**src/zmips_pkg.sv**
```systemverilog
// Shared zmips encodings. ALU codes 6 and 7 are reserved and give zero, and JAL, JR and LI are absent
package zmips_pkg;

    typedef logic [31:0] word_t;                // Data or address word
    typedef logic [4:0]  reg_addr_t;            // Register number

    // ALU operation, funct bits 5:3
    typedef enum logic [2:0]
    {
        alu_and = 3'd0,
        alu_or  = 3'd1,
        alu_xor = 3'd2,
        alu_add = 3'd3,
        alu_sub = 3'd4,                         // Carry set when no borrow
        alu_nor = 3'd5
    } alu_op_e;

    // Shift applied to the A operand, op bits 1:0
    typedef enum logic [1:0]
    {
        shift_none = 2'd0,
        shift_sll  = 2'd1,
        shift_srl  = 2'd2,
        shift_sra  = 2'd3
    } shift_op_e;

    // Operand source in EX
    typedef enum logic [1:0]
    {
        fwd_rf     = 2'd0,                      // Value read in ID
        fwd_wb     = 2'd1,                      // MEM/WB writeback data
        fwd_ex_mem = 2'd2                       // EX/MEM ALU result
    } fwd_sel_e;

    // One instruction word seen as R, I and J layouts
    typedef union packed
    {
        struct packed
        {
            logic [5:0] op;
            reg_addr_t  rs;
            reg_addr_t  rt;
            reg_addr_t  rd;
            logic [4:0] shamt;
            logic [5:0] funct;                  // Bits 2:0 enable N, C, Z updates
        } r_fmt;
        struct packed
        {
            logic [3:0]  op;                    // 10xx is a branch
            logic [1:0]  cc;                    // Z, C, N or always
            logic [25:0] imm;                   // Word offset from PC+4
        } i_fmt;
        struct packed
        {
            logic [1:0]  op;                    // 11 is a jump
            logic [29:0] addr;                  // Word address
        } j_fmt;
    } instr_t;

    localparam int op_wb_bit   = 2;             // R op, write back to rd
    localparam int op_mem_bit  = 3;             // R op, load or store
    localparam int op_load_bit = 2;             // R op with mem set, 1 = load
    localparam int i_set_bit   = 1;             // I op, branch on set
    localparam logic [1:0] cc_always = 2'b11;

endpackage

```
**src/zmips_id_ex_if.sv**
```systemverilog
// ID/EX register contents. Decode owns the register and execute returns the live flags for branches
`timescale 1ns/1ps
interface zmips_id_ex_if;

    zmips_pkg::word_t     rs_data;
    zmips_pkg::word_t     rt_data;
    zmips_pkg::reg_addr_t rs_addr;
    zmips_pkg::reg_addr_t rt_addr;              // Also checked for load-use
    zmips_pkg::reg_addr_t rd_addr;              // Destination, rt for loads
    zmips_pkg::word_t     offset;               // Sign-extended bits 15:0
    logic [4:0]           shamt;
    zmips_pkg::shift_op_e shift_op;
    zmips_pkg::alu_op_e   alu_op;
    logic                 use_imm;              // B operand from offset
    logic                 mem_rd;
    logic                 mem_wr;
    logic                 wr_reg;
    logic                 wr_zf;                // Flag update enables
    logic                 wr_cf;
    logic                 wr_nf;
    logic                 zf_fwd;               // Flags as seen by ID this cycle
    logic                 cf_fwd;
    logic                 nf_fwd;

    modport decode
    (
        output rs_data, rt_data, rs_addr, rt_addr, rd_addr, offset, shamt, shift_op, alu_op,
        output use_imm, mem_rd, mem_wr, wr_reg, wr_zf, wr_cf, wr_nf,
        input  zf_fwd, cf_fwd, nf_fwd
    );

    modport execute
    (
        input  rs_data, rt_data, rs_addr, rt_addr, rd_addr, offset, shamt, shift_op, alu_op,
        input  use_imm, mem_rd, mem_wr, wr_reg, wr_zf, wr_cf, wr_nf,
        output zf_fwd, cf_fwd, nf_fwd
    );

endinterface

```
**src/zmips_ex_mem_if.sv**
```systemverilog
// EX/MEM register contents. The result doubles as the data memory address
`timescale 1ns/1ps
interface zmips_ex_mem_if;

    zmips_pkg::word_t     result;               // ALU output or memory address
    zmips_pkg::word_t     store_data;           // Forwarded rt
    zmips_pkg::reg_addr_t rd_addr;
    logic                 mem_rd;
    logic                 mem_wr;
    logic                 wr_reg;

    modport execute
    (
        output result, store_data, rd_addr, mem_rd, mem_wr, wr_reg
    );

    modport mem_wb
    (
        input result, store_data, rd_addr, mem_rd, mem_wr, wr_reg
    );

endinterface

```
**src/zmips_regfile.sv**
```systemverilog
// Two async reads with write-through from WB. r0 is hardwired to zero and reset clears the rest
`timescale 1ns/1ps
module zmips_regfile
(
    input  logic                 clk,
    input  logic                 rst,
    input  zmips_pkg::reg_addr_t rs_addr,
    input  zmips_pkg::reg_addr_t rt_addr,
    input  zmips_pkg::reg_addr_t wb_addr,
    input  zmips_pkg::word_t     wb_data,
    input  logic                 wb_wr,
    output zmips_pkg::word_t     rs_data,
    output zmips_pkg::word_t     rt_data
);

    zmips_pkg::word_t regs [1:31];              // No storage for r0

    // Read port with bypass of the write in flight
    function automatic zmips_pkg::word_t read_port(zmips_pkg::reg_addr_t addr);
        if (addr == '0)
            return '0;
        if (wb_wr && wb_addr == addr)
            return wb_data;
        return regs[addr];
    endfunction

    assign rs_data = read_port(rs_addr);
    assign rt_data = read_port(rt_addr);

    always_ff @(posedge clk)
    begin
        if (rst)
        begin
            for (int i = 1; i < 32; i++)
                regs[i] <= '0;
        end
        else if (wb_wr && wb_addr != '0)
            regs[wb_addr] <= wb_data;           // Writes to r0 are dropped
    end

    // A writeback aimed at r0 must not show up on a later read
    r0_stays_zero: assert property (@(posedge clk) disable iff (rst)
        (wb_wr && wb_addr == '0) |=> (rs_addr != '0 || rs_data == '0));

endmodule

```
**src/zmips_alu.sv**
```systemverilog
// Shift of A by shamt comes first. Carry is defined only for add and sub and reserved ops give zero
`timescale 1ns/1ps
module zmips_alu
(
    input  zmips_pkg::word_t     a,
    input  zmips_pkg::word_t     b,
    input  logic [4:0]           shamt,
    input  zmips_pkg::shift_op_e shift_op,
    input  zmips_pkg::alu_op_e   op,
    output zmips_pkg::word_t     y,
    output logic                 zf,
    output logic                 cf,
    output logic                 nf
);

    zmips_pkg::word_t a_sh;                     // A after the barrel shifter
    logic [32:0]      sum;                      // Adder with carry out

    always_comb
    begin
        case (shift_op)
            zmips_pkg::shift_sll: a_sh = a << shamt;
            zmips_pkg::shift_srl: a_sh = a >> shamt;
            zmips_pkg::shift_sra: a_sh = $signed(a) >>> shamt;  // Keeps sign
            default:              a_sh = a;
        endcase
    end

    // Sub is A + ~B + 1 so the carry reads as no borrow
    assign sum = (op == zmips_pkg::alu_sub) ? {1'b0, a_sh} + {1'b0, ~b} + 33'd1
                                            : {1'b0, a_sh} + {1'b0, b};

    always_comb
    begin
        cf = 1'b0;
        case (op)
            zmips_pkg::alu_and: y = a_sh & b;
            zmips_pkg::alu_or:  y = a_sh | b;
            zmips_pkg::alu_xor: y = a_sh ^ b;
            zmips_pkg::alu_nor: y = ~(a_sh | b);
            zmips_pkg::alu_add,
            zmips_pkg::alu_sub:
            begin
                y  = sum[31:0];
                cf = sum[32];
            end
            default:            y = '0;         // Codes 6 and 7
        endcase
    end

    assign zf = (y == '0);
    assign nf = y[31];                          // Sign of the result

endmodule

```
**src/zmips_fetch.sv**
```systemverilog
// PC and IF/ID. Stall holds both, redirect loads the target and flushes IF/ID to a no-op
`timescale 1ns/1ps
module zmips_fetch
#(
    parameter zmips_pkg::word_t reset_pc = '0
)
(
    input  logic              clk,
    input  logic              rst,
    input  logic              stall,
    input  logic              redirect,
    input  zmips_pkg::word_t  redirect_pc,
    input  zmips_pkg::word_t  i_data,
    output zmips_pkg::word_t  i_addr,
    output zmips_pkg::instr_t if_id_instr,
    output zmips_pkg::word_t  if_id_pc_plus4
);

    zmips_pkg::word_t pc;
    zmips_pkg::word_t pc_plus4;

    assign pc_plus4 = pc + 32'd4;
    assign i_addr   = pc;                       // Instruction memory answers this cycle

    always_ff @(posedge clk)
    begin
        if (rst)
        begin
            pc          <= reset_pc;
            if_id_instr <= '0;
        end
        else if (redirect)
        begin
            pc          <= redirect_pc;
            if_id_instr <= '0;                  // All-zero word does nothing
        end
        else if (!stall)
        begin
            pc          <= pc_plus4;
            if_id_instr <= i_data;
        end
    end

    always_ff @(posedge clk)
    begin
        if (!stall)
            if_id_pc_plus4 <= pc_plus4;         // Branch base for ID
    end

    // Decode only stalls R-format and only redirects on I or J
    stall_redirect_excl: assert property (@(posedge clk) disable iff (rst)
        !(stall && redirect));

endmodule

```
**src/zmips_decode.sv**
```systemverilog
// Branches resolve here with flags from EX. A load in EX whose rt is used by an R-format costs one bubble
`timescale 1ns/1ps
module zmips_decode
(
    input  logic                 clk,
    input  logic                 rst,
    input  zmips_pkg::instr_t    if_id_instr,
    input  zmips_pkg::word_t     if_id_pc_plus4,
    input  zmips_pkg::reg_addr_t wb_addr,
    input  zmips_pkg::word_t     wb_data,
    input  logic                 wb_wr,
    output logic                 stall,
    output logic                 redirect,
    output zmips_pkg::word_t     redirect_pc,
    zmips_id_ex_if.decode        id_ex
);

    zmips_pkg::word_t rs_data;
    zmips_pkg::word_t rt_data;
    zmips_pkg::word_t br_target;
    logic             is_r;
    logic             is_i;
    logic             is_j;
    logic             is_mem;
    logic             is_load;
    logic             br_flag;                  // Flag picked by cc
    logic             br_taken;

    zmips_regfile regfile_inst
    (
        .clk     (clk),
        .rst     (rst),
        .rs_addr (if_id_instr.r_fmt.rs),
        .rt_addr (if_id_instr.r_fmt.rt),
        .wb_addr (wb_addr),
        .wb_data (wb_data),
        .wb_wr   (wb_wr),
        .rs_data (rs_data),
        .rt_data (rt_data)
    );

    // Top two bits give the format
    assign is_r    = ~if_id_instr.j_fmt.op[1];
    assign is_i    = (if_id_instr.j_fmt.op == 2'b10);
    assign is_j    = (if_id_instr.j_fmt.op == 2'b11);
    assign is_mem  = if_id_instr.r_fmt.op[zmips_pkg::op_mem_bit];
    assign is_load = is_mem & if_id_instr.r_fmt.op[zmips_pkg::op_load_bit];

    always_comb
    begin
        case (if_id_instr.i_fmt.cc)
            2'b00:   br_flag = id_ex.zf_fwd;
            2'b01:   br_flag = id_ex.cf_fwd;
            2'b10:   br_flag = id_ex.nf_fwd;
            default: br_flag = 1'b1;
        endcase
    end

    assign br_taken = (if_id_instr.i_fmt.cc == zmips_pkg::cc_always)
                    | (br_flag == if_id_instr.i_fmt.op[zmips_pkg::i_set_bit]);

    // Word offset relative to PC+4
    assign br_target = if_id_pc_plus4
                     + {{4{if_id_instr.i_fmt.imm[25]}}, if_id_instr.i_fmt.imm, 2'b00};

    assign redirect    = is_j | (is_i & br_taken);
    assign redirect_pc = is_j ? {if_id_instr.j_fmt.addr, 2'b00} : br_target;

    // Load result not ready until it leaves MEM
    assign stall = is_r & id_ex.mem_rd
                 & (id_ex.rt_addr == if_id_instr.r_fmt.rs
                    | id_ex.rt_addr == if_id_instr.r_fmt.rt);

    always_ff @(posedge clk)
    begin
        id_ex.rs_data  <= rs_data;
        id_ex.rt_data  <= rt_data;
        id_ex.rs_addr  <= if_id_instr.r_fmt.rs;
        id_ex.rt_addr  <= if_id_instr.r_fmt.rt;
        id_ex.rd_addr  <= is_load ? if_id_instr.r_fmt.rt : if_id_instr.r_fmt.rd;
        id_ex.offset   <= {{16{if_id_instr.r_fmt.rd[4]}}, if_id_instr.r_fmt.rd,
                           if_id_instr.r_fmt.shamt, if_id_instr.r_fmt.funct};
        id_ex.shamt    <= if_id_instr.r_fmt.shamt;
        id_ex.shift_op <= zmips_pkg::shift_op_e'(if_id_instr.r_fmt.op[1:0]);
        // Address add for loads and stores
        id_ex.alu_op   <= is_mem ? zmips_pkg::alu_add
                                 : zmips_pkg::alu_op_e'(if_id_instr.r_fmt.funct[5:3]);
        if (rst || stall || !is_r)               // Bubble
        begin
            id_ex.use_imm <= 1'b0;
            id_ex.mem_rd  <= 1'b0;
            id_ex.mem_wr  <= 1'b0;
            id_ex.wr_reg  <= 1'b0;
            id_ex.wr_zf   <= 1'b0;
            id_ex.wr_cf   <= 1'b0;
            id_ex.wr_nf   <= 1'b0;
        end
        else
        begin
            id_ex.use_imm <= is_mem;
            id_ex.mem_rd  <= is_load;
            id_ex.mem_wr  <= is_mem & ~is_load;
            id_ex.wr_reg  <= is_mem ? is_load : if_id_instr.r_fmt.op[zmips_pkg::op_wb_bit];
            id_ex.wr_zf   <= ~is_mem & if_id_instr.r_fmt.funct[0];  // Offset bits are not enables
            id_ex.wr_cf   <= ~is_mem & if_id_instr.r_fmt.funct[1];
            id_ex.wr_nf   <= ~is_mem & if_id_instr.r_fmt.funct[2];
        end
    end

endmodule

```
**src/zmips_execute.sv**
```systemverilog
// Forwards from EX/MEM before MEM/WB. Holds the Z, C and N flags and feeds them back to ID
`timescale 1ns/1ps
module zmips_execute
(
    input  logic                 clk,
    input  logic                 rst,
    input  zmips_pkg::reg_addr_t wb_addr,
    input  zmips_pkg::word_t     wb_data,
    input  logic                 wb_wr,
    zmips_id_ex_if.execute       id_ex,
    zmips_ex_mem_if.execute      ex_mem
);

    zmips_pkg::fwd_sel_e rs_sel;
    zmips_pkg::fwd_sel_e rt_sel;
    zmips_pkg::word_t    a_fwd;                 // Forwarded rs
    zmips_pkg::word_t    b_fwd;                 // Forwarded rt, also store data
    zmips_pkg::word_t    alu_b;
    zmips_pkg::word_t    alu_y;
    logic                alu_zf;
    logic                alu_cf;
    logic                alu_nf;
    logic                flag_z;
    logic                flag_c;
    logic                flag_n;

    // Youngest producer wins and r0 never forwards
    function automatic zmips_pkg::fwd_sel_e fwd_pick(zmips_pkg::reg_addr_t src);
        if (src == '0)
            return zmips_pkg::fwd_rf;
        if (ex_mem.wr_reg && ex_mem.rd_addr == src)
            return zmips_pkg::fwd_ex_mem;
        if (wb_wr && wb_addr == src)
            return zmips_pkg::fwd_wb;
        return zmips_pkg::fwd_rf;
    endfunction

    function automatic zmips_pkg::word_t fwd_mux(zmips_pkg::fwd_sel_e sel,
                                                 zmips_pkg::word_t rf_data);
        case (sel)
            zmips_pkg::fwd_ex_mem: return ex_mem.result;
            zmips_pkg::fwd_wb:     return wb_data;
            default:               return rf_data;
        endcase
    endfunction

    assign rs_sel = fwd_pick(id_ex.rs_addr);
    assign rt_sel = fwd_pick(id_ex.rt_addr);
    assign a_fwd  = fwd_mux(rs_sel, id_ex.rs_data);
    assign b_fwd  = fwd_mux(rt_sel, id_ex.rt_data);
    assign alu_b  = id_ex.use_imm ? id_ex.offset : b_fwd;

    zmips_alu alu_inst
    (
        .a        (a_fwd),
        .b        (alu_b),
        .shamt    (id_ex.shamt),
        .shift_op (id_ex.shift_op),
        .op       (id_ex.alu_op),
        .y        (alu_y),
        .zf       (alu_zf),
        .cf       (alu_cf),
        .nf       (alu_nf)
    );

    // Branch right behind a flag update sees the new value
    assign id_ex.zf_fwd = id_ex.wr_zf ? alu_zf : flag_z;
    assign id_ex.cf_fwd = id_ex.wr_cf ? alu_cf : flag_c;
    assign id_ex.nf_fwd = id_ex.wr_nf ? alu_nf : flag_n;

    always_ff @(posedge clk)
    begin
        if (rst)
        begin
            flag_z <= 1'b0;
            flag_c <= 1'b0;
            flag_n <= 1'b0;
        end
        else
        begin
            flag_z <= id_ex.zf_fwd;             // Keeps old value when not enabled
            flag_c <= id_ex.cf_fwd;
            flag_n <= id_ex.nf_fwd;
        end
    end

    always_ff @(posedge clk)
    begin
        ex_mem.result     <= alu_y;
        ex_mem.store_data <= b_fwd;
        ex_mem.rd_addr    <= id_ex.rd_addr;
        if (rst)
        begin
            ex_mem.mem_rd <= 1'b0;
            ex_mem.mem_wr <= 1'b0;
            ex_mem.wr_reg <= 1'b0;
        end
        else
        begin
            ex_mem.mem_rd <= id_ex.mem_rd;
            ex_mem.mem_wr <= id_ex.mem_wr;
            ex_mem.wr_reg <= id_ex.wr_reg;
        end
    end

    // Decode never builds a load that also stores
    no_rd_with_wr: assert property (@(posedge clk) disable iff (rst)
        !(ex_mem.mem_rd && ex_mem.mem_wr));

endmodule

```
**src/zmips_mem_wb.sv**
```systemverilog
// Data memory strobes come straight from EX/MEM and read data must be valid in the same cycle
`timescale 1ns/1ps
module zmips_mem_wb
(
    input  logic                 clk,
    input  logic                 rst,
    input  zmips_pkg::word_t     d_rdata,
    output zmips_pkg::word_t     d_addr,
    output zmips_pkg::word_t     d_wdata,
    output logic                 d_rd,
    output logic                 d_wr,
    output zmips_pkg::reg_addr_t wb_addr,
    output zmips_pkg::word_t     wb_data,
    output logic                 wb_wr,
    zmips_ex_mem_if.mem_wb       ex_mem
);

    zmips_pkg::word_t mem_data;                 // Loaded word
    zmips_pkg::word_t alu_data;
    logic             wb_load;                  // Pick mem_data for writeback

    assign d_addr  = ex_mem.result;
    assign d_wdata = ex_mem.store_data;
    assign d_rd    = ex_mem.mem_rd;
    assign d_wr    = ex_mem.mem_wr;

    always_ff @(posedge clk)
    begin
        mem_data <= d_rdata;
        alu_data <= ex_mem.result;
        wb_addr  <= ex_mem.rd_addr;
        if (rst)
        begin
            wb_wr   <= 1'b0;
            wb_load <= 1'b0;
        end
        else
        begin
            wb_wr   <= ex_mem.wr_reg;
            wb_load <= ex_mem.mem_rd;
        end
    end

    assign wb_data = wb_load ? mem_data : alu_data;  // Also the WB forward source

endmodule

```
**src/zmips.sv**
```systemverilog
// Five-stage zmips core on one rising clock. Memories answer combinationally and nothing back-pressures
`timescale 1ns/1ps
module zmips
#(
    parameter zmips_pkg::word_t reset_pc = '0
)
(
    input  logic             clk,
    input  logic             rst,               // Synchronous, active high
    output zmips_pkg::word_t i_addr,
    input  zmips_pkg::word_t i_data,
    output zmips_pkg::word_t d_addr,
    output zmips_pkg::word_t d_wdata,
    input  zmips_pkg::word_t d_rdata,
    output logic             d_rd,
    output logic             d_wr
);

    logic                 stall;
    logic                 redirect;
    zmips_pkg::word_t     redirect_pc;
    zmips_pkg::instr_t    if_id_instr;
    zmips_pkg::word_t     if_id_pc_plus4;
    zmips_pkg::reg_addr_t wb_addr;              // Writeback bus to ID and EX
    zmips_pkg::word_t     wb_data;
    logic                 wb_wr;

    zmips_id_ex_if  id_ex ();
    zmips_ex_mem_if ex_mem ();

    zmips_fetch #(.reset_pc(reset_pc)) fetch_inst
    (
        .clk            (clk),
        .rst            (rst),
        .stall          (stall),
        .redirect       (redirect),
        .redirect_pc    (redirect_pc),
        .i_data         (i_data),
        .i_addr         (i_addr),
        .if_id_instr    (if_id_instr),
        .if_id_pc_plus4 (if_id_pc_plus4)
    );

    zmips_decode decode_inst
    (
        .clk            (clk),
        .rst            (rst),
        .if_id_instr    (if_id_instr),
        .if_id_pc_plus4 (if_id_pc_plus4),
        .wb_addr        (wb_addr),
        .wb_data        (wb_data),
        .wb_wr          (wb_wr),
        .stall          (stall),
        .redirect       (redirect),
        .redirect_pc    (redirect_pc),
        .id_ex          (id_ex.decode)
    );

    zmips_execute execute_inst
    (
        .clk     (clk),
        .rst     (rst),
        .wb_addr (wb_addr),
        .wb_data (wb_data),
        .wb_wr   (wb_wr),
        .id_ex   (id_ex.execute),
        .ex_mem  (ex_mem.execute)
    );

    zmips_mem_wb mem_wb_inst
    (
        .clk     (clk),
        .rst     (rst),
        .d_rdata (d_rdata),
        .d_addr  (d_addr),
        .d_wdata (d_wdata),
        .d_rd    (d_rd),
        .d_wr    (d_wr),
        .wb_addr (wb_addr),
        .wb_data (wb_data),
        .wb_wr   (wb_wr),
        .ex_mem  (ex_mem.mem_wb)
    );

endmodule

```
**config.mk**
```make
export PLATFORM = sky130hd
export DESIGN_NAME = zmips
export DESIGN_NICKNAME = d
export VERILOG_FILES = /design/src/zmips_pkg.sv /design/src/zmips_id_ex_if.sv /design/src/zmips_ex_mem_if.sv /design/src/zmips_regfile.sv /design/src/zmips_alu.sv /design/src/zmips_fetch.sv /design/src/zmips_decode.sv /design/src/zmips_execute.sv /design/src/zmips_mem_wb.sv /design/src/zmips.sv
export SDC_FILE = /design/constraint.sdc
export NUM_CORES = 2
export LEC_CHECK = 0
export BUFFER_PORTS_ARGS = -buffer_cell sky130_fd_sc_hd__buf_4
export CORE_MARGIN = 4
export CORE_UTILIZATION = 49
export DETAILED_ROUTE_END_ITERATION = 10
export PLACE_DENSITY = 0.67
export REMOVE_ABC_BUFFERS = 1
export SETUP_SLACK_MARGIN = 0.5
export SYNTH_ARGS = -nofsm -noshare
export SYNTH_HDL_FRONTEND = slang
export SYNTH_SLANG_ARGS = --single-unit
```
**constraint.sdc**
```tcl
create_clock -name clk -period 7.3 [get_ports clk]
set_input_delay 0.73 -clock clk [delete_from_list [all_inputs] [get_ports clk]]
set_output_delay 0.73 -clock clk [all_outputs]
set_load 0.01 [all_outputs]
```
==> Word level (Yosys, flattened, before mapping) <==
Memories as Yosys holds them, arrays and structs flattened. A register that Yosys moved wholly into a read port is not among the register bits.
Cells that the tools add are included.
{ "op_classes": {"n_reduce_logical": 20, "bitwise_logic": 19, "shifts": 3, "n_addsub": 5, "muxes": 67, "eq_ne": 27, "order_cmp": 0, "div": 0, "n_mul": 0} }
{ "op_table": {"columns": ["op", "count"], "rows": [
  ["32-bit two-way mux", 14],
  ["32-bit one-hot mux with 5 select lines", 1],
  ["32-bit one-hot mux with 2 select lines", 2],
  ["32-bit one-hot mux with 3 select lines", 1],
  ["32-bit by 32-bit adder with 33-bit output", 2],
  ["32-bit inverter", 2],
  ["5-bit equality test", 8],
  ["33-bit by 1-bit adder with 33-bit output (second input constant)", 1],
  ["33-bit two-way mux", 1],
  ["32-bit by 3-bit adder with 32-bit output (second input constant)", 1],
  ["32-bit adder", 1],
  ["32-bit bitwise AND", 1],
  ["32-bit logical NOT", 1],
  ["32-bit OR", 1],
  ["32-bit OR reduction", 1],
  ["32-bit by 5-bit << shifter with 32-bit output", 1],
  ["32-bit by 5-bit >> shifter with 32-bit output", 1],
  ["32-bit by 5-bit >>> shifter with 32-bit output", 1],
  ["32-bit XOR", 1],
  ["5-bit two-way mux", 6],
  ["1-bit two-way mux", 29],
  ["2-bit two-way mux", 12],
  ["5-bit logical NOT", 4],
  ["2-bit equality test (second input constant)", 8],
  ["other kinds (16)", 40]
]} }
{ "word_totals": {"mem_bits_ro": 0, "latchBits": 0, "out_inout_bits": 98, "ram_bits": 992, "word_cells": 175, "mem_count": 1, "register_bits": 354, "input_bits": 66} }
{ "memory_table": {"columns": ["memory", "words", "word_bits", "rd", "rd_clocked_by_memory_dff", "wr", "line", "rtl"], "rows": [
  ["decode_inst.regfile_inst.regs", 31, 32, 2, 2, 31, "zmips_regfile.sv:16", "zmips_pkg::word_t regs [1:31];"]
]} }

==> Logic depth before layout (Yosys ltp) <==
{ "logic_depth": {"word_depth": 26, "depth_mapped": 38, "mapped_depth_nobuf": 33} }

==> Cells and area by module <==
Synthesis repeated with hierarchy kept, for this count alone.
{ "hier_totals": {"cells_unflattened": 6808, "hier_area_um2": 79782.8} }
{ "modules_own_cells": {"columns": ["mod", "cells_each", "instances", "area_each_um2"], "rows": [
  ["zmips_regfile", 3801, 1, 55042.8],
  ["zmips_alu", 1519, 1, 9729.3],
  ["zmips_decode", 482, 1, 4660.7],
  ["zmips_fetch", 449, 1, 4431.8],
  ["zmips_execute", 382, 1, 3444.6],
  ["zmips_mem_wb", 175, 1, 2473.6]
]} }

==> Least setup slack after synthesis <==
OpenSTA, ideal clock, no wires.
{ "synth_path": {"path_type": "register -> register", "from": "register mem_wb_inst.wb_load", "to": "register fetch_inst.pc[4], in the netlist fetch_inst.i_addr[4]", "setup_ps": 122, "arrival_time_ps": 7930, "path_stages_with_launch": 34, "period_less_slack_ps": 8052, "path_buffers": 4, "slack_ps": -752, "cell_sequence": "dfxtp_1 clkbuf_1 buf_1 clkbuf_1 mux2i_1 inv_1 a22oi_1 nor2_1 a21oi_1 nand2b_1 o211ai_1 o21ai_0 mux2i_1 mux2i_1 nor2_1 o21ai_0 o21a_1 inv_1 ha_1 fa_1 a21oi_2 o31ai_1 a221oi_1 o22ai_1 or4_1 or4_1 or4_1 a2111oi_2 nand4b_1 o21ba_1 or3_1 buf_2 mux2_4 a311o_1"} }
{ "synth_via": {"elab_chain_cells": 16, "word_cells_on_any_way": 30, "classes_between": "3 x add/sub; 2 x eq/ne; 3 x shift; 13 x mux; 8 x bitwise; 1 x reduce/logical"} }
{ "synth_rtl": {"columns": ["element", "line", "rtl"], "rows": [
  ["start: declaration", "zmips_mem_wb.sv:20", "logic wb_load;"],
  ["start signal: assignment", "zmips_mem_wb.sv:40", "wb_load <= ex_mem.mem_rd;"],
  ["32-bit two-way mux *", "zmips_mem_wb.sv:44", "assign wb_data = wb_load ? mem_data : alu_data;"],
  ["net decode_inst.regfile_inst.wb_data[27]", "zmips_regfile.sv:10", "input zmips_pkg::word_t wb_data,"],
  ["32-bit one-hot mux with 2 select lines *", "zmips_execute.sv:40", "case (sel)"],
  ["32-bit by 5-bit >>> shifter with 32-bit output, or another cell as far along", "zmips_alu.sv:24", "zmips_pkg::shift_sra: a_sh = $signed(a) >>> shamt;"],
  ["32-bit one-hot mux with 3 select lines *", "zmips_alu.sv:21", "case (shift_op)"],
  ["32-bit by 32-bit adder with 33-bit output", "zmips_alu.sv:30", "assign sum = (op == zmips_pkg::alu_sub) ? {1'b0, a_sh} + {1'b0, ~b} + 33'd1"],
  ["33-bit by 1-bit adder with 33-bit output", "zmips_alu.sv:30", null],
  ["33-bit two-way mux", "zmips_alu.sv:30", null],
  ["[1 not listed]", null, null],
  ["net execute_inst.alu_inst.y[4]", "zmips_alu.sv:10", "output zmips_pkg::word_t y,"],
  ["32-bit logical NOT *", "zmips_alu.sv:51", "assign zf = (y == '0);"],
  ["1-bit two-way mux *", "zmips_execute.sv:67", "assign id_ex.zf_fwd = id_ex.wr_zf ? alu_zf : flag_z;"],
  ["1-bit one-hot mux with 3 select lines *", "zmips_decode.sv:51", "case (if_id_instr.i_fmt.cc)"],
  ["1-bit equality test *", "zmips_decode.sv:60", "| (br_flag == if_id_instr.i_fmt.op[zmips_pkg::i_set_bit]);"],
  ["1-bit OR *", "zmips_decode.sv:60", null],
  ["1-bit bitwise AND *", "zmips_decode.sv:66", "assign redirect = is_j | (is_i & br_taken);"],
  ["1-bit OR *", "zmips_decode.sv:66", null],
  ["2-bit != test (no source line) / 32-bit two-way mux (equally long branches)", null, null],
  ["end signal: assignment", "zmips_fetch.sv:29", "pc <= reset_pc;"],
  ["end signal: assignment", "zmips_fetch.sv:34", "pc <= redirect_pc;"],
  ["end signal: assignment", "zmips_fetch.sv:39", "pc <= pc_plus4;"],
  ["end: declaration", "zmips_fetch.sv:19", "zmips_pkg::word_t pc;"]
]} }
The timed path passes the listed nets; every way through them passes the cells marked *.
A chain may end at the register's enable or synchronous reset.

==> Worst setup path in the final report <==
{ "layout_path": {"from": "register decode_inst.id_ex.rs_addr[3]", "to": "register fetch_inst.pc[4], in the netlist fetch_inst.i_addr[4]"} }
{ "layout_via": {"elab_chain_cells": 24, "word_cells_on_any_way": 44, "classes_between": "3 x add/sub; 6 x eq/ne; 3 x shift; 21 x mux; 7 x bitwise; 4 x reduce/logical"} }
{ "layout_rtl": {"columns": ["element", "line", "rtl"], "rows": [
  ["start: declaration", "zmips_id_ex_if.sv:27", "output rs_data, rt_data, rs_addr, rt_addr, rd_addr, offset, shamt, shift_op, alu_op,"],
  ["start signal: assignment", "zmips_decode.sv:78", "id_ex.rs_addr <= if_id_instr.r_fmt.rs;"],
  ["5-bit equality test", "zmips_execute.sv:33", "if (wb_wr && wb_addr == src)"],
  ["1-bit logical AND", "zmips_execute.sv:33", null],
  ["1-bit two-way mux (2 in series)", "zmips_execute.sv:33", null],
  ["1-bit two-way mux", "zmips_execute.sv:31", "if (ex_mem.wr_reg && ex_mem.rd_addr == src)"],
  ["2-bit two-way mux", "zmips_execute.sv:35", "return zmips_pkg::fwd_rf;"],
  ["2-bit two-way mux", "zmips_execute.sv:33", null],
  ["2-bit two-way mux *", "zmips_execute.sv:31", null],
  ["2-bit by 1-bit equality test with 1-bit output / 2-bit equality test (equally long branches)", "zmips_execute.sv:40", null],
  ["[7 not listed]", null, null],
  ["net execute_inst.alu_inst.y[4]", "zmips_alu.sv:10", null],
  ["32-bit logical NOT *", "zmips_alu.sv:51", null],
  ["1-bit two-way mux *", "zmips_execute.sv:67", null],
  ["1-bit one-hot mux with 3 select lines *", "zmips_decode.sv:51", null],
  ["1-bit equality test *", "zmips_decode.sv:60", null],
  ["1-bit OR *", "zmips_decode.sv:60", null],
  ["1-bit bitwise AND *", "zmips_decode.sv:66", null],
  ["1-bit OR *", "zmips_decode.sv:66", null],
  ["2-bit != test (no source line) / 32-bit two-way mux (equally long branches)", null, null]
]} }
The timed path passes the listed nets; every way through them passes the cells marked *. The select of a mux whose other input is x is not followed.

==> impl_metrics.ini <==
[floorplan]
die_h_um = 402
rows = 144
io_pins = 164
start_util_pct = 49.4
fp.dieW_um = 402
die_area_mm2 = 0.162
core_area_mm2 = 0.154

[placed_design]
dp_hpwl_mm = 190
portBuffers = 163
gp_congestion = 1.03

[setup_path]
endpoint_kind = flip-flop
cp_data_required_time_ns = 7.99
critPathMaxFanout = 14
slowest_delay_ns = 0.57
r2r_start = decode_inst.id_ex.rs_addr[3]
cp_common_cell = buf_4
path_class = reg -> reg
crit_start = decode_inst.id_ex.rs_addr[3]
cp.arrival_ns = 9.32
crit_slowest_cell = or4_4
worst_setup_path_start_kind = flip-flop

[power]
powerDensity_mw_per_mm2 = 275
peakVddDrop_v = 0.000251
leakage_nw = 35.1
total_power_mw = 25.6

[global_route]
grt_pass1_vias = 60800
grt_pass1_wl_mm = 411
antenna_found_initial = 8
grt_max_degree = 127
grt_use_total_pct = 34.7
grt.overflow.total = 0

[yosys]
synth_top_family_by_area = multiplexers
synth_compound_area_share_pct = 9.56
ys_ff_latch = 1383
synthCells = 6345
synthArstFlopShare_pct = 0
synth_edf_count = 1056
synthMuxAreaShare_pct = 21.1
synthAdderAreaFrac_pct = 2.33
synth_warnings = 0
yosysTopAreaCell = edfxtp_1
synth_xor_area_share_pct = 1.44
synth_top_area_share_pct = 41.6
netlist_area_mm2 = 0.0761
synth_flop_cell = edfxtp_1
synthTopCellsByArea = edfxtp_1, mux4_2, dfxtp_1
ys_seq_area_share_pct = 50.2
ys_types = 95
syn_avg_cell_area_um2 = 12.0
yosys.area_share.simple_pct = 11.5

[route]
drt_iter0_drc = 8131
dr.pass1.iters = 6
route.detailed.drc = 0
drt_wl_total_mm = 285
ant_nets = 0
num_vias = 60800
via_per_inst = 6.53
avgRoutedWirePerCell_um = 30.6

[layout]
nNetsFinal = 7342
fin_util_pct = 60.4
regMostFlops = decode_inst.regfile_inst.regs
largest_reg_flops = 1024
drive_gt1_share_pct = 32.9
area_growth_pct = 22.3

[timing]
drv_slew = 0
fin_ws_ns = -1.33
max_clock_freq_mhz = 116
setup_viol = 75
post-route-min-period_ns = 8.63
hold_viol = 0
fin_tns_setup_ns = -91.06
rsz0062_at_grt = true
finalClockSkew_ns = 0.0331
worstMarginPinSlew_ns = 1.16
post-route-period-util_pct = 118
max-slew-margin-rel_pct = 22.4

[clock_tree]
path_clk_slew_ns = 0.06
cts_buffers = 152
cts_tree = yes
cts_max_path_buffers = 3
clk_latency_ns = 0.81
clock_sinks = 1383
clockRootBuffer = clkbuf_16
cts-htree-levels = 4

[min_path]
hold_start = d_rdata[27]
hold_class = in -> reg

[run_status]
violations = setup timing
outcome = finished with violations

[flow_run]
maxCapViolations = 0
==> worst max-delay path: cells and delay by family, from the launching register on <==
family	cells	cell delay (ns)
flip-flops	1	0.34
AND/OR/NAND/NOR	10	3.60
buffers and inverters	7	1.32
multiplexers	2	0.51
AO/OA/AOI/OAI	13	2.20
adder cells (fa/ha/maj)	2	0.53
==> kinds of logic (layout without fill, tap and decap cells) <==
logic type      Yosys count  in the layout
buf+inv                 755           1642
flops                  1383           1383
simple gates           2055           2055
compound gates         1091           1091
fa+ha+maj               140            140
other cells               1             33
mux                     795            795
xor+xnor                125            125
==> through the flow <==
step	setup WS, ns	area [um2]	cells	hold slack, ns
floorplan	-4.92	74000	5797	0.310
global placement	-2.22	85800	8923	0.312
detailed placement	-2.35	85800	8924	0.312
CTS	-1.27	92500	9285	0.0366
global route	-1.47	93100	9307	0.0607
finish	-1.33	93100	9308	0.0894
==> repair_timing <==
action	CTS	global route
hold endpoints to repair	31	0
hold buffers	31	0
setup buffers	41	22
gates resized for setup	207	110
pin swaps	58	22
cloned	8	0
setup endpoints to repair	85	91
==> final cells by class <==
class | instances | area [um2]
clock inverter | 63 | 807
multi-input combinational | 4238 | 36900
antenna | 1 | 2.50
fill | 12200 | 61100
timing repair buffer | 1185 | 9670
sequential | 1383 | 38300
clock buffer | 218 | 4230
tap | 2044 | 2560
inverter | 176 | 661
==> layer usage <==
metal	up-vias	GRT usage (%)	share of wire [%]
li1	25400	-	-
met1	30200	42.7	34
met2	4087	56.8	47
met3	1001	8.35	11
met4	10	18.9	6.7
met5	-	0	0.022
==> synth_stat cells, drive strengths merged (15+ instances only) <==
cell type,number
a221oi,15
o21a,42
a211o,16
nand4,16
o2111ai,17
mux2,23
mux4,643
nand2,320
a22oi,87
nor3,62
o21bai,23
mux2i,129
and2,15
nor4,21
dfxtp,327
a211oi,170
a21o,38
nand3,77
xnor2,74
nor2b,99
xor2,51
and3,27
nand2b,54
o21ai,208
or2,15
o211ai,32
clkbuf,461
o22ai,24
nor2,1285
ha,137
buf,118
edfxtp,1056
a31oi,20
a21oi,258
inv,174
==> placed cells by master, fill, tap and decap left out, types with 21 or more instances in the layout <==
master,count
dfxtp_1,300
xnor2_1,71
conb_1,32
buf_4,1092
ha_1,121
nor2b_1,94
a21oi_2,37
mux2i_1,74
o211ai_1,32
nand2_2,49
inv_1,162
a211oi_1,163
nand2b_1,52
o21ai_1,36
clkbuf_16,156
buf_12,39
o21ai_0,160
o21a_1,42
mux2i_2,21
a22oi_1,81
o21bai_1,22
edfxtp_1,1056
clkbuf_1,53
mux4_2,643
nand3_1,75
a21oi_1,218
dlygate4sd3_1,31
xor2_1,47
nand2_1,271
a21o_1,38
nor2_1,1272
nor3_1,58
mux2i_4,34
and3_1,25
==> where the power goes <==
group          switching (mW)  leakage [nW]  internal (mW)
clock network            3.33          2.43           4.47
logic                    4.73          19.0           3.48
registers               0.513          13.7           9.04
==> final timing paths <==
path                                    endpoint  depth (start not counted)  slack, ns
setup / recovery            fetch_inst.i_addr[4]                         34      -1.33
hold / removal          mem_wb_inst.mem_data[27]                          1       0.09
setup reg to reg            fetch_inst.i_addr[4]                         34      -1.33
hold reg to reg   execute_inst.ex_mem.rd_addr[3]                          0       0.32
(Power assumes the default switching activity.)
